### src/hw/filt_cfg_pkg.sv
`default_nettype none

package filt_cfg_pkg;

    // sample format, 1s17 at the input and 2s16 inside the filter
    localparam int sample_w = 18;
    typedef logic signed [sample_w-1:0] sample_t;

    localparam sample_t sample_max = sample_t'(2 ** (sample_w - 1) - 1);
    localparam sample_t sample_min = sample_t'(-(2 ** (sample_w - 1)));

    // filter geometry
    localparam int num_taps = 15;
    localparam int num_pairs = 7;
    localparam int num_uniq = 8;

    // symbol levels after the pre-add, lowest first
    localparam int num_pair_levels = 7;
    localparam int num_center_levels = 4;
    localparam int num_levels = num_pair_levels + num_center_levels;
    localparam sample_t pair_levels [num_pair_levels] = '{
        -18'sd98304, -18'sd65536, -18'sd32768, 18'sd0,
        18'sd32768, 18'sd65536, 18'sd98304
    };
    // center tap levels sit at indices 7..10
    localparam sample_t center_levels [num_center_levels] = '{
        -18'sd49152, -18'sd16384, 18'sd16384, 18'sd49152
    };
    localparam int level_tol = 10;

    typedef logic [3:0] level_idx_t;

    // sample edge to y_valid edge
    localparam int pipe_latency = 6;

    // entry 7 is the center tap
    typedef struct packed {
        logic valid;
        sample_t [num_uniq-1:0] sum;
    } pair_sums_t;

    typedef struct packed {
        logic valid;
        level_idx_t [num_uniq-1:0] idx;
        logic [num_uniq-1:0] hit;
        logic miss;
    } tap_levels_t;

    typedef struct packed {
        logic valid;
        sample_t [num_uniq-1:0] prod;
    } products_t;

    // add with clamp to the 18-bit signed range
    function automatic sample_t sat_add(input sample_t a, input sample_t b);
        logic signed [sample_w:0] s;
        s = a + b;
        if (s[sample_w] != s[sample_w-1]) begin
            return s[sample_w] ? sample_min : sample_max;
        end
        return s[sample_w-1:0];
    endfunction

endpackage

`default_nettype wire
### src/hw/filt_bus_pkg.sv
`default_nettype none

package filt_bus_pkg;

    // host side of the apb link
    typedef struct packed {
        logic psel;
        logic penable;
        logic pwrite;
        logic [11:0] paddr;
        logic [31:0] pwdata;
    } apb_req_t;

    typedef struct packed {
        logic [31:0] prdata;
        logic pready;
        logic pslverr;
    } apb_rsp_t;

    // one product table entry write
    typedef struct packed {
        logic en;
        logic [2:0] tap;
        logic [3:0] level;
        filt_cfg_pkg::sample_t data;
    } table_wr_t;

    // register map
    localparam logic [11:0] reg_ctrl = 12'h000;
    localparam logic [11:0] reg_miss = 12'h004;
    // table entry at table_base + (tap*16 + level)*4
    localparam logic [11:0] table_base = 12'h100;
    localparam logic [11:0] table_span = 12'h200;

    // control register bits
    localparam int ctrl_enable_bit = 0;
    localparam int ctrl_flush_bit = 1;

endpackage

`default_nettype wire

### src/hw/pam_fir_top.sv
`timescale 1ns/1ps
`default_nettype none

module pam_fir_top (
    input  wire logic sys_clk,
    input  wire logic reset,
    input  filt_bus_pkg::apb_req_t apb_req,
    input  wire logic sample_en,
    input  filt_cfg_pkg::sample_t x_in,
    output filt_bus_pkg::apb_rsp_t apb_rsp,
    output filt_cfg_pkg::sample_t y,
    output logic y_valid
);

    logic shift_en;
    logic flush;
    filt_bus_pkg::table_wr_t table_wr;
    filt_cfg_pkg::pair_sums_t sums;
    filt_cfg_pkg::tap_levels_t levels;
    filt_cfg_pkg::products_t products;

    // host registers and sample gating
    filt_ctrl u_ctrl (
        .sys_clk   (sys_clk),
        .reset     (reset),
        .apb_req   (apb_req),
        .apb_rsp   (apb_rsp),
        .sample_en (sample_en),
        .shift_en  (shift_en),
        .flush     (flush),
        .table_wr  (table_wr),
        .miss_valid(levels.valid),
        .miss      (levels.miss)
    );

    // taps and pre-add
    sym_delay_line u_delay (
        .sys_clk (sys_clk),
        .reset   (reset),
        .shift_en(shift_en),
        .flush   (flush),
        .x_in    (x_in),
        .sums    (sums)
    );

    level_mapper u_mapper (
        .sys_clk(sys_clk),
        .reset  (reset),
        .sums   (sums),
        .levels (levels)
    );

    // products in place of multipliers
    product_lut u_lut (
        .sys_clk (sys_clk),
        .reset   (reset),
        .table_wr(table_wr),
        .levels  (levels),
        .products(products)
    );

    adder_tree u_tree (
        .sys_clk (sys_clk),
        .reset   (reset),
        .products(products),
        .y       (y),
        .y_valid (y_valid)
    );

endmodule

`default_nettype wire

### src/hw/adder_tree.sv
`timescale 1ns/1ps
`default_nettype none

module adder_tree (
    input  wire logic sys_clk,
    input  wire logic reset,
    input  filt_cfg_pkg::products_t products,
    output filt_cfg_pkg::sample_t y,
    output logic y_valid
);

    filt_cfg_pkg::sample_t lvl1 [4];
    filt_cfg_pkg::sample_t lvl2 [2];
    filt_cfg_pkg::sample_t y_q;
    logic v1, v2, v3;

    // level 1, neighbouring products
    always_ff @(posedge sys_clk) begin
        for (int i = 0; i < 4; i++) begin
            lvl1[i] <= filt_cfg_pkg::sat_add(products.prod[2*i], products.prod[2*i+1]);
        end
    end

    // level 2
    always_ff @(posedge sys_clk) begin
        for (int i = 0; i < 2; i++) begin
            lvl2[i] <= filt_cfg_pkg::sat_add(lvl1[2*i], lvl1[2*i+1]);
        end
    end

    // final sum
    always_ff @(posedge sys_clk) begin
        y_q <= filt_cfg_pkg::sat_add(lvl2[0], lvl2[1]);
    end

    // valid rides alongside the three levels
    always_ff @(posedge sys_clk) begin
        if (reset) begin
            v1 <= 1'b0;
            v2 <= 1'b0;
            v3 <= 1'b0;
        end else begin
            v1 <= products.valid;
            v2 <= v1;
            v3 <= v2;
        end
    end

    assign y = y_q;
    assign y_valid = v3;

endmodule

`default_nettype wire

### src/hw/product_lut.sv
`timescale 1ns/1ps
`default_nettype none

module product_lut (
    input  wire logic sys_clk,
    input  wire logic reset,
    input  filt_bus_pkg::table_wr_t table_wr,
    input  filt_cfg_pkg::tap_levels_t levels,
    output filt_cfg_pkg::products_t products
);

    // coefficient times level, one row per unique tap
    filt_cfg_pkg::sample_t tbl [filt_cfg_pkg::num_uniq][filt_cfg_pkg::num_levels];
    filt_cfg_pkg::sample_t prod_q [filt_cfg_pkg::num_uniq];
    logic valid_q;

    // table starts out zero
    always_ff @(posedge sys_clk) begin
        if (reset) begin
            for (int t = 0; t < filt_cfg_pkg::num_uniq; t++) begin
                for (int l = 0; l < filt_cfg_pkg::num_levels; l++) begin
                    tbl[t][l] <= '0;
                end
            end
        end else if (table_wr.en) begin
            tbl[table_wr.tap][table_wr.level] <= table_wr.data;
        end
    end

    // lookup per tap, no match gives zero
    always_ff @(posedge sys_clk) begin
        for (int k = 0; k < filt_cfg_pkg::num_uniq; k++) begin
            if (levels.hit[k] && (int'(levels.idx[k]) < filt_cfg_pkg::num_levels)) begin
                prod_q[k] <= tbl[k][levels.idx[k]];
            end else begin
                prod_q[k] <= '0;
            end
        end
    end

    always_ff @(posedge sys_clk) begin
        if (reset) begin
            valid_q <= 1'b0;
        end else begin
            valid_q <= levels.valid;
        end
    end

    always_comb begin
        products.valid = valid_q;
        for (int k = 0; k < filt_cfg_pkg::num_uniq; k++) begin
            products.prod[k] = prod_q[k];
        end
    end

endmodule

`default_nettype wire

### src/hw/level_mapper.sv
`timescale 1ns/1ps
`default_nettype none

module level_mapper (
    input  wire logic sys_clk,
    input  wire logic reset,
    input  filt_cfg_pkg::pair_sums_t sums,
    output filt_cfg_pkg::tap_levels_t levels
);

    filt_cfg_pkg::level_idx_t idx_c [filt_cfg_pkg::num_uniq];
    logic [filt_cfg_pkg::num_uniq-1:0] hit_c;
    filt_cfg_pkg::level_idx_t idx_q [filt_cfg_pkg::num_uniq];
    logic [filt_cfg_pkg::num_uniq-1:0] hit_q;
    logic miss_q;
    logic valid_q;

    // strictly inside lvl +/- tol
    function automatic logic in_tol(input filt_cfg_pkg::sample_t v,
                                    input filt_cfg_pkg::sample_t lvl);
        return (v > lvl - filt_cfg_pkg::level_tol) && (v < lvl + filt_cfg_pkg::level_tol);
    endfunction

    always_comb begin
        for (int k = 0; k < filt_cfg_pkg::num_uniq; k++) begin
            idx_c[k] = '0;
            hit_c[k] = 1'b0;
        end
        // pair taps against the seven pair sums
        for (int k = 0; k < filt_cfg_pkg::num_pairs; k++) begin
            for (int j = 0; j < filt_cfg_pkg::num_pair_levels; j++) begin
                if (in_tol(sums.sum[k], filt_cfg_pkg::pair_levels[j])) begin
                    idx_c[k] = filt_cfg_pkg::level_idx_t'(j);
                    hit_c[k] = 1'b1;
                end
            end
        end
        // center against its four, index offset past the pair levels
        for (int j = 0; j < filt_cfg_pkg::num_center_levels; j++) begin
            if (in_tol(sums.sum[filt_cfg_pkg::num_pairs], filt_cfg_pkg::center_levels[j])) begin
                idx_c[filt_cfg_pkg::num_pairs] =
                    filt_cfg_pkg::level_idx_t'(filt_cfg_pkg::num_pair_levels + j);
                hit_c[filt_cfg_pkg::num_pairs] = 1'b1;
            end
        end
    end

    always_ff @(posedge sys_clk) begin
        if (reset) begin
            valid_q <= 1'b0;
        end else begin
            valid_q <= sums.valid;
        end
    end

    always_ff @(posedge sys_clk) begin
        idx_q <= idx_c;
        hit_q <= hit_c;
        // any tap without a level
        miss_q <= !(&hit_c);
    end

    always_comb begin
        levels.valid = valid_q;
        levels.hit = hit_q;
        levels.miss = miss_q;
        for (int k = 0; k < filt_cfg_pkg::num_uniq; k++) begin
            levels.idx[k] = idx_q[k];
        end
    end

endmodule

`default_nettype wire

### src/hw/sym_delay_line.sv
`timescale 1ns/1ps
`default_nettype none

module sym_delay_line (
    input  wire logic sys_clk,
    input  wire logic reset,
    input  wire logic shift_en,
    input  wire logic flush,
    input  filt_cfg_pkg::sample_t x_in,
    output filt_cfg_pkg::pair_sums_t sums
);

    filt_cfg_pkg::sample_t taps [filt_cfg_pkg::num_taps];
    filt_cfg_pkg::sample_t sum_q [filt_cfg_pkg::num_uniq];
    logic shift_d;
    logic valid_q;

    // shift register, 1s17 halved to 2s16 on entry
    always_ff @(posedge sys_clk) begin
        if (reset || flush) begin
            for (int i = 0; i < filt_cfg_pkg::num_taps; i++) begin
                taps[i] <= '0;
            end
        end else if (shift_en) begin
            taps[0] <= x_in >>> 1;
            for (int i = 1; i < filt_cfg_pkg::num_taps; i++) begin
                taps[i] <= taps[i-1];
            end
        end
    end

    // valid follows the shift by one cycle, a flushed strobe is dropped
    always_ff @(posedge sys_clk) begin
        if (reset) begin
            shift_d <= 1'b0;
            valid_q <= 1'b0;
        end else begin
            shift_d <= shift_en && !flush;
            valid_q <= shift_d;
        end
    end

    // mirrored pre-add, tap k with tap 14-k
    always_ff @(posedge sys_clk) begin
        for (int k = 0; k < filt_cfg_pkg::num_pairs; k++) begin
            sum_q[k] <= filt_cfg_pkg::sat_add(taps[k], taps[filt_cfg_pkg::num_taps-1-k]);
        end
        // center tap passes alone
        sum_q[filt_cfg_pkg::num_pairs] <= taps[filt_cfg_pkg::num_pairs];
    end

    always_comb begin
        sums.valid = valid_q;
        for (int k = 0; k < filt_cfg_pkg::num_uniq; k++) begin
            sums.sum[k] = sum_q[k];
        end
    end

endmodule

`default_nettype wire

### src/hw/filt_ctrl.sv
`timescale 1ns/1ps
`default_nettype none

module filt_ctrl (
    input  wire logic sys_clk,
    input  wire logic reset,
    input  filt_bus_pkg::apb_req_t apb_req,
    output filt_bus_pkg::apb_rsp_t apb_rsp,
    input  wire logic sample_en,
    output logic shift_en,
    output logic flush,
    output filt_bus_pkg::table_wr_t table_wr,
    input  wire logic miss_valid,
    input  wire logic miss
);

    logic enable_q;
    logic flush_q;
    logic [15:0] miss_cnt;

    logic access, wr_acc;
    logic is_ctrl, is_miss, in_table, level_ok, mapped;
    logic [11:0] tbl_off;
    logic [31:0] rdata;

    // access phase of any transfer
    assign access = apb_req.psel && apb_req.penable;
    assign wr_acc = access && apb_req.pwrite;

    // address decode
    assign is_ctrl = (apb_req.paddr == filt_bus_pkg::reg_ctrl);
    assign is_miss = (apb_req.paddr == filt_bus_pkg::reg_miss);
    assign tbl_off = apb_req.paddr - filt_bus_pkg::table_base;
    assign in_table = (apb_req.paddr >= filt_bus_pkg::table_base)
                   && (tbl_off < filt_bus_pkg::table_span)
                   && (apb_req.paddr[1:0] == 2'b00);
    // tap lives in off[8:6], level in off[5:2]
    assign level_ok = (int'(tbl_off[5:2]) < filt_cfg_pkg::num_levels);
    assign mapped = is_ctrl || is_miss || (in_table && level_ok);

    // enable and self-clearing flush
    always_ff @(posedge sys_clk) begin
        if (reset) begin
            enable_q <= 1'b0;
            flush_q <= 1'b0;
        end else if (wr_acc && is_ctrl) begin
            enable_q <= apb_req.pwdata[filt_bus_pkg::ctrl_enable_bit];
            flush_q <= apb_req.pwdata[filt_bus_pkg::ctrl_flush_bit];
        end else begin
            flush_q <= 1'b0;
        end
    end

    // miss count, a write clears it, saturates at all ones
    always_ff @(posedge sys_clk) begin
        if (reset) begin
            miss_cnt <= '0;
        end else if (wr_acc && is_miss) begin
            miss_cnt <= '0;
        end else if (miss_valid && miss && (miss_cnt != 16'hffff)) begin
            miss_cnt <= miss_cnt + 16'd1;
        end
    end

    // read mux, table reads give zero
    always_comb begin
        rdata = '0;
        if (is_ctrl) begin
            rdata[filt_bus_pkg::ctrl_enable_bit] = enable_q;
            rdata[filt_bus_pkg::ctrl_flush_bit] = flush_q;
        end else if (is_miss) begin
            rdata[15:0] = miss_cnt;
        end
    end

    assign apb_rsp.prdata = rdata;
    // zero wait states
    assign apb_rsp.pready = 1'b1;
    assign apb_rsp.pslverr = access && !mapped;

    // table write goes out during the access cycle
    assign table_wr.en = wr_acc && in_table && level_ok;
    assign table_wr.tap = tbl_off[8:6];
    assign table_wr.level = tbl_off[5:2];
    assign table_wr.data = filt_cfg_pkg::sample_t'(apb_req.pwdata[17:0]);

    // samples only pass while enabled
    assign shift_en = sample_en && enable_q;
    assign flush = flush_q;

endmodule

`default_nettype wire

### config.mk
export PLATFORM = sky130hd
export DESIGN_NAME = pam_fir_top
export DESIGN_NICKNAME = d
export VERILOG_FILES = /design/src/hw/filt_cfg_pkg.sv /design/src/hw/filt_bus_pkg.sv /design/src/hw/pam_fir_top.sv /design/src/hw/adder_tree.sv /design/src/hw/product_lut.sv /design/src/hw/level_mapper.sv /design/src/hw/sym_delay_line.sv /design/src/hw/filt_ctrl.sv
export SDC_FILE = /design/constraint.sdc
export NUM_CORES = 2
export LEC_CHECK = 0
export BUFFER_PORTS_ARGS = -buffer_cell sky130_fd_sc_hd__buf_2
export CAP_MARGIN = 20
export CORE_ASPECT_RATIO = 0.7
export CORE_UTILIZATION = 51
export DETAILED_ROUTE_END_ITERATION = 10
export PLACE_DENSITY = 0.67
export SYNTH_ARGS = -nofsm -noshare
export SYNTH_HDL_FRONTEND = slang
export SYNTH_HIERARCHICAL = 1
export SYNTH_SLANG_ARGS = --single-unit
### constraint.sdc
create_clock -name sys_clk -period 13 [get_ports sys_clk]
set_input_delay 1.95 -clock sys_clk [delete_from_list [all_inputs] [get_ports sys_clk]]
set_output_delay 1.95 -clock sys_clk [all_outputs]
set_load 0.02 [all_outputs]
== Yosys cells after proc, flatten, opt, wreduce, memory -nomap -nowiden ==
Memory sizes are Yosys's and may differ from the RTL's.
Cells that the tools add are included.
Operators by class
  $add $sub $neg: 16
  div/mod/pow operators: 0
  eq/ne operators: 16
  multiply operators: 0
  reductions and logical operators: 103
  multiplexer cells: 236
  $lt $le $gt $ge: 127
  shift operators: 0
  bitwise operators: 33
Operator list (count)
  18-bit 2-to-1 mux: 82
  198-bit 2-to-1 mux: 3
  18-bit binary-select mux with 4-bit select: 8
  18-bit greater-than comparator, second input constant: 21
  18-bit < comparator, second input constant: 21
  18-bit by 17-bit greater-than comparator with 1-bit output, second input constant: 16
  18-bit by 17-bit < comparator with 1-bit output, second input constant: 16
  18-bit by 18-bit adder with 19-bit output: 14
  198-bit OR reduction: 1
  18-bit by 16-bit greater-than comparator with 1-bit output, second input constant: 8
  18-bit by 16-bit < comparator with 1-bit output, second input constant: 8
  18-bit by 5-bit greater-than comparator with 1-bit output, second input constant: 7
  18-bit by 5-bit < comparator with 1-bit output, second input constant: 7
  1-bit 2-to-1 mux: 107
  1-bit logical AND: 76
  18-bit demux with 4-bit select: 1
  2-bit 2-to-1 mux: 31
  5-bit greater-or-equal comparator, second input constant: 9
  4-bit inverter with 5-bit output: 9
  4-bit < comparator, second input constant: 9
  5-bit OR reduction: 7
  3-bit OR reduction: 8
  1-bit OR: 23
  18-bit by 15-bit greater-than comparator with 1-bit output, second input constant: 1
  other kinds (19): 38
Word-level totals
  RAM bits: 2250
  bits in read-only memories: 0
  bits in latches: 0
  register bits after elaboration: 84
  memories kept: 6
  input port bits: 68
Memories
  u_lut.tbl: words 8, bits a word 198, read ports 8, clocked after Yosys merged registers in 0, write ports 8, line product_lut.sv:13  | filt_cfg_pkg::sample_t tbl [filt_cfg_pkg::num_uniq][filt_cfg_pkg::num_levels];
  u_delay.taps: words 15, bits a word 18, read ports 15, clocked after Yosys merged registers in 0, write ports 15, line sym_delay_line.sv:13  | filt_cfg_pkg::sample_t taps [filt_cfg_pkg::num_taps];
  u_delay.sum_q: words 8, bits a word 18, read ports 8, clocked after Yosys merged registers in 0, write ports 8, line sym_delay_line.sv:14  | filt_cfg_pkg::sample_t sum_q [filt_cfg_pkg::num_uniq];
  u_lut.prod_q: words 8, bits a word 18, read ports 8, clocked after Yosys merged registers in 0, write ports 8, line product_lut.sv:14  | filt_cfg_pkg::sample_t prod_q [filt_cfg_pkg::num_uniq];
  u_tree.lvl1: words 4, bits a word 18, read ports 4, clocked after Yosys merged registers in 0, write ports 4, line adder_tree.sv:12  | filt_cfg_pkg::sample_t lvl1 [4];
  u_tree.lvl2: words 2, bits a word 18, read ports 2, clocked after Yosys merged registers in 0, write ports 2, line adder_tree.sv:13  | filt_cfg_pkg::sample_t lvl2 [2];

== Logic depth before layout (Yosys ltp) ==
An unclocked memory read counts as a cell.
  depth in word-level cells: 12
  gate-level depth with buffers: 12
  mapped depth without buffers: 9

== Cells and area by module ==
Netlist, hierarchy kept.
Modules (own cells, without submodules)
  product_lut: cells an instance 5324, area each 76897.5 µm², times used 1
  sym_delay_line: cells an instance 1597, area each 18602.8 µm², times used 1
  adder_tree: cells an instance 1192, area each 10002.1 µm², times used 1
  level_mapper: cells an instance 293, area each 2219.6 µm², times used 1
  filt_ctrl: cells an instance 187, area each 1501.4 µm², times used 1

== Least setup slack after synthesis ==
Ideal clock, no wire load.
  kind: input port to flip-flop
  start point: in sample_en
  end point: mem u_delay/taps[0][0] in the netlist's numbering, enable pin
  data arrival time: 8.069 ns
  path slack: 4.297 ns
  data required time: 12.367 ns
  stages on the path: 4
  setup time: 0.633 ns
  cells stage by stage: and2_1 clkbuf_1 clkbuf_1 or3_1
RTL lines
  start: declaration: line pam_fir_top.sv:8  | input wire logic sample_en,
  end: declaration: line sym_delay_line.sv:13

==> metrics.cfg <==
[outcome]
outcome=finished, final reports clean

[setup_path]
worst_path_dominant_cell_family=simple AND/OR/NAND/NOR gates
worstSetupEndpointType=flop
arrival_ns=6.38
path_cells=buf_2 -> inv_1 -> ha_1 -> nor4_1 -> o2111ai_1 -> nor2_1 -> or4b_4 -> buf_4 -> nor3_4 -> or2_2
critical-path-max-stage-delay_ns=0.77
path_buf_inv=3
worst_ep_required_time_ns=13.47
critical_path.slowest_cell=or4b_4
r2r_setup_slack_ns=9.10
critical_path_peak_fanout=20
worst-setup-path-type=primary input to flop
critPathLaunchType=primary input

[clock_tree]
cts_made_buffers=224
number_of_resized_instances_in_the_post_cts_repair_step=0
ctsRootBufferMaster=clkbuf_16
cts_tree=built
clk_latency_ns=0.87
clock_tree.buffer_depth=4
clk_transition_reported_paths_ns=0.06
post_cts.repair.setup_buffers=0
ctsHtreeMaxLevel=4
cts-hold-fix-buffers=0
clkSinkCount=2311

[yosys]
synth_seq_area_share=0.592
yosys-top-cells-count=edfxtp_1 (1839), and2_1 (1632), dfxtp_1 (472)
synth_area_leaders=edfxtp_1 (51%), and2_1 (9.3%), dfxtp_1 (8.7%)
synth_edf_count=1839
yosys.area.top_type_share=0.506
synthDominantAreaCellType=edfxtp_1
synth_area_mm2=0.109
most_instantiated_library_cell_after_synthesis=edfxtp_1
yosysWarningCount=6
synth_top_flop_cell=edfxtp_1
syn_area_per_cell_um2=12.7
synthArstFlopShare=0
synthDistinctLibCells=118
syn_inst=8593
postSynthRegisterBits=2311

[placement]
preCtsSetupSlack_ns=6.24
dp_hpwl_mm=178
io_buffers=88
routabilityCongestion=0.905

[cells_and_area]
nets=8750
fill_cells=17100
share_of_cells_above_drive_strength_1=0.137
area_growth_pct=8.51

[grt]
global_route.usage.met3=0.0421
gr-usage-all-layers=0.254
grt_overflow=0
globalRouteMet2Util=0.368
wire_length_of_the_first_global_routing_pass_mm=414
grt_max_degree=111
grt_pass1_vias=64600
global_route.usage.met1=0.397
initial_antenna_violation_count=22
grt_most_used_layer=met1

[floorplanning]
dieWidth_um=555
area_of_the_core_region_mm2=0.212
fp-row-count=141
start_util=0.515
die_h_um=389
top_level_ports=121
fp.dieArea_mm2=0.216

[timing]
timing.final.setup_violations=0
achievable-frequency_mhz=169
max_slew.worst_pin.slew_ns=1.14
timing.final.crit_share=0.455
rsz0062_at_grt=no
final.min_clock_period_ns=5.91
timing_hold_violations_final=0
max_slew_margin=0.241
worst_clk_skew_ns=0.0371
setup-tns-final_ns=0
finalMaxSlewViolations=0
post-route-worst-setup-slack_ns=7.09

[power]
power_density_mw_per_mm2=132
worst_ir_drop_vdd_mv=0.115
total_leakage_power_nw=43.4

[route]
via_density_per_instance=5.95
wire_per_inst_um=24.3
detail_route.iter0.violations=7999
routed-via-count=68300
1st_pass_router_iterations=6
ant_nets=0
drcViolationCount=0
route.final.wire_length_mm=279

[run]
maxCapViolations=0

[worst_hold_path]
hold_path.class=flop to flop

[path summary, 6_finish.rpt]
check                                startpoint                                end  cells past startpoint
max reg2reg        u_ctrl/enable_q$_SDFFE_PP0P_  u_delay/taps[1][14]$_SDFFCE_PN0P_                      4
min reg2reg  u_delay/taps[0][136]$_SDFFCE_PN0P_       u_delay/sum_q[1][64]$_DFF_P_                      0
max                                 apb_req[40]    u_lut/tbl[6][138]$_SDFFCE_PN0P_                     10
min          u_delay/taps[0][136]$_SDFFCE_PN0P_       u_delay/sum_q[1][64]$_DFF_P_                      0
[sequential cells by signal, indices dropped and copies added (netlist names)]
name,cells
u_ctrl/miss_cnt,16
u_tree/v1,1
u_lut/prod_q,144
u_mapper/miss_q,1
u_delay/valid_q,1
u_tree/lvl2,36
u_tree/y,18
u_mapper/valid_q,1
u_tree/v2,1
u_delay/taps,255
u_delay/shift_d,1
u_ctrl/enable_q,1
u_delay/sum_q,143
u_tree/lvl1,72
u_lut/valid_q,1
u_mapper/levels,25
u_mapper/hit_q,8
u_lut/tbl,1584
u_ctrl/flush,1
u_tree/y_valid,1
[where the power goes]
group	total [W]	switching [W]	internal, W
registers	0.00846	0.000148	0.00831
logic	0.000787	0.000538	0.000249
clock network	0.00643	0.00282	0.00361
[cells in the final DEF (no fill, tap or decap), drive strengths merged, types with 152 or more instances in the layout]
cell    count
edfxtp   1839
and2     1700
dfxtp     472
o21ai     371
clkbuf    323
a21oi     319
nor2      282
ha        248
nor2b     214
nand2     212
and3      201
buf       196
a211oi    179
mux2i     152
[worst reg2reg max path: stages, from the launching register on]
cell and delay, ns:
dfxtp_1 0.41, and2_4 0.56, or3_4 0.82, buf_4 0.85, buf_4 0.82
[logic make-up after synthesis]
kind of cell / count (synthesis) / synth area share
buffers and inverters: 709 / 0.0306
AO/OA/AOI/OAI: 1529 / 0.0951
adder cells (fa/ha/maj): 281 / 0.0327
other: 3 / 0.000103
multiplexers: 441 / 0.0586
flip-flops: 2311 / 0.592
AND/OR/NAND/NOR: 3135 / 0.176
XOR/XNOR: 184 / 0.0148
[per-layer routing]
layer  part of all wire  vias up
li1                   -    31200
met1               0.47    34100
met2               0.43     2628
met3              0.087      315
met4              0.019        4
met5           0.000093        -
[metrics by stage]
stage / power [W] / instance area [um2] / utilization / hold slack, ns / instances
3_3_place_gp: 0.00936 / 111000 / 0.525 / 0.344 / 11000
4_1_cts: 0.0158 / 118000 / 0.559 / 0.361 / 11500
5_1_grt: 0.0161 / 118000 / 0.559 / 0.373 / 11500
6_report: 0.0157 / 119000 / 0.559 / 0.362 / 11500
3_5_place_dp: 0.00939 / 111000 / 0.525 / 0.346 / 11000
2_1_floorplan: 0.00909 / 109000 / - / 0.340 / 8614
[layout make-up]
| type | count | area, um2 | area share |
|---|---|---|---|
| Timing Repair Buffer | 197 | 1330 | 0.0112 |
| Clock buffer | 322 | 6400 | 0.0540 |
| Sequential cell | 2311 | 64700 | 0.546 |
| Inverter | 92 | 345 | 0.00291 |
| Multi-Input combinational cell | 5594 | 41400 | 0.349 |
| Tap cell | 2860 | 3580 | 0.0302 |
| Clock inverter | 91 | 766 | 0.00646 |
| Antenna cell | 12 | 30.0 | 0.000253 |
(Power assumes the default switching activity.)
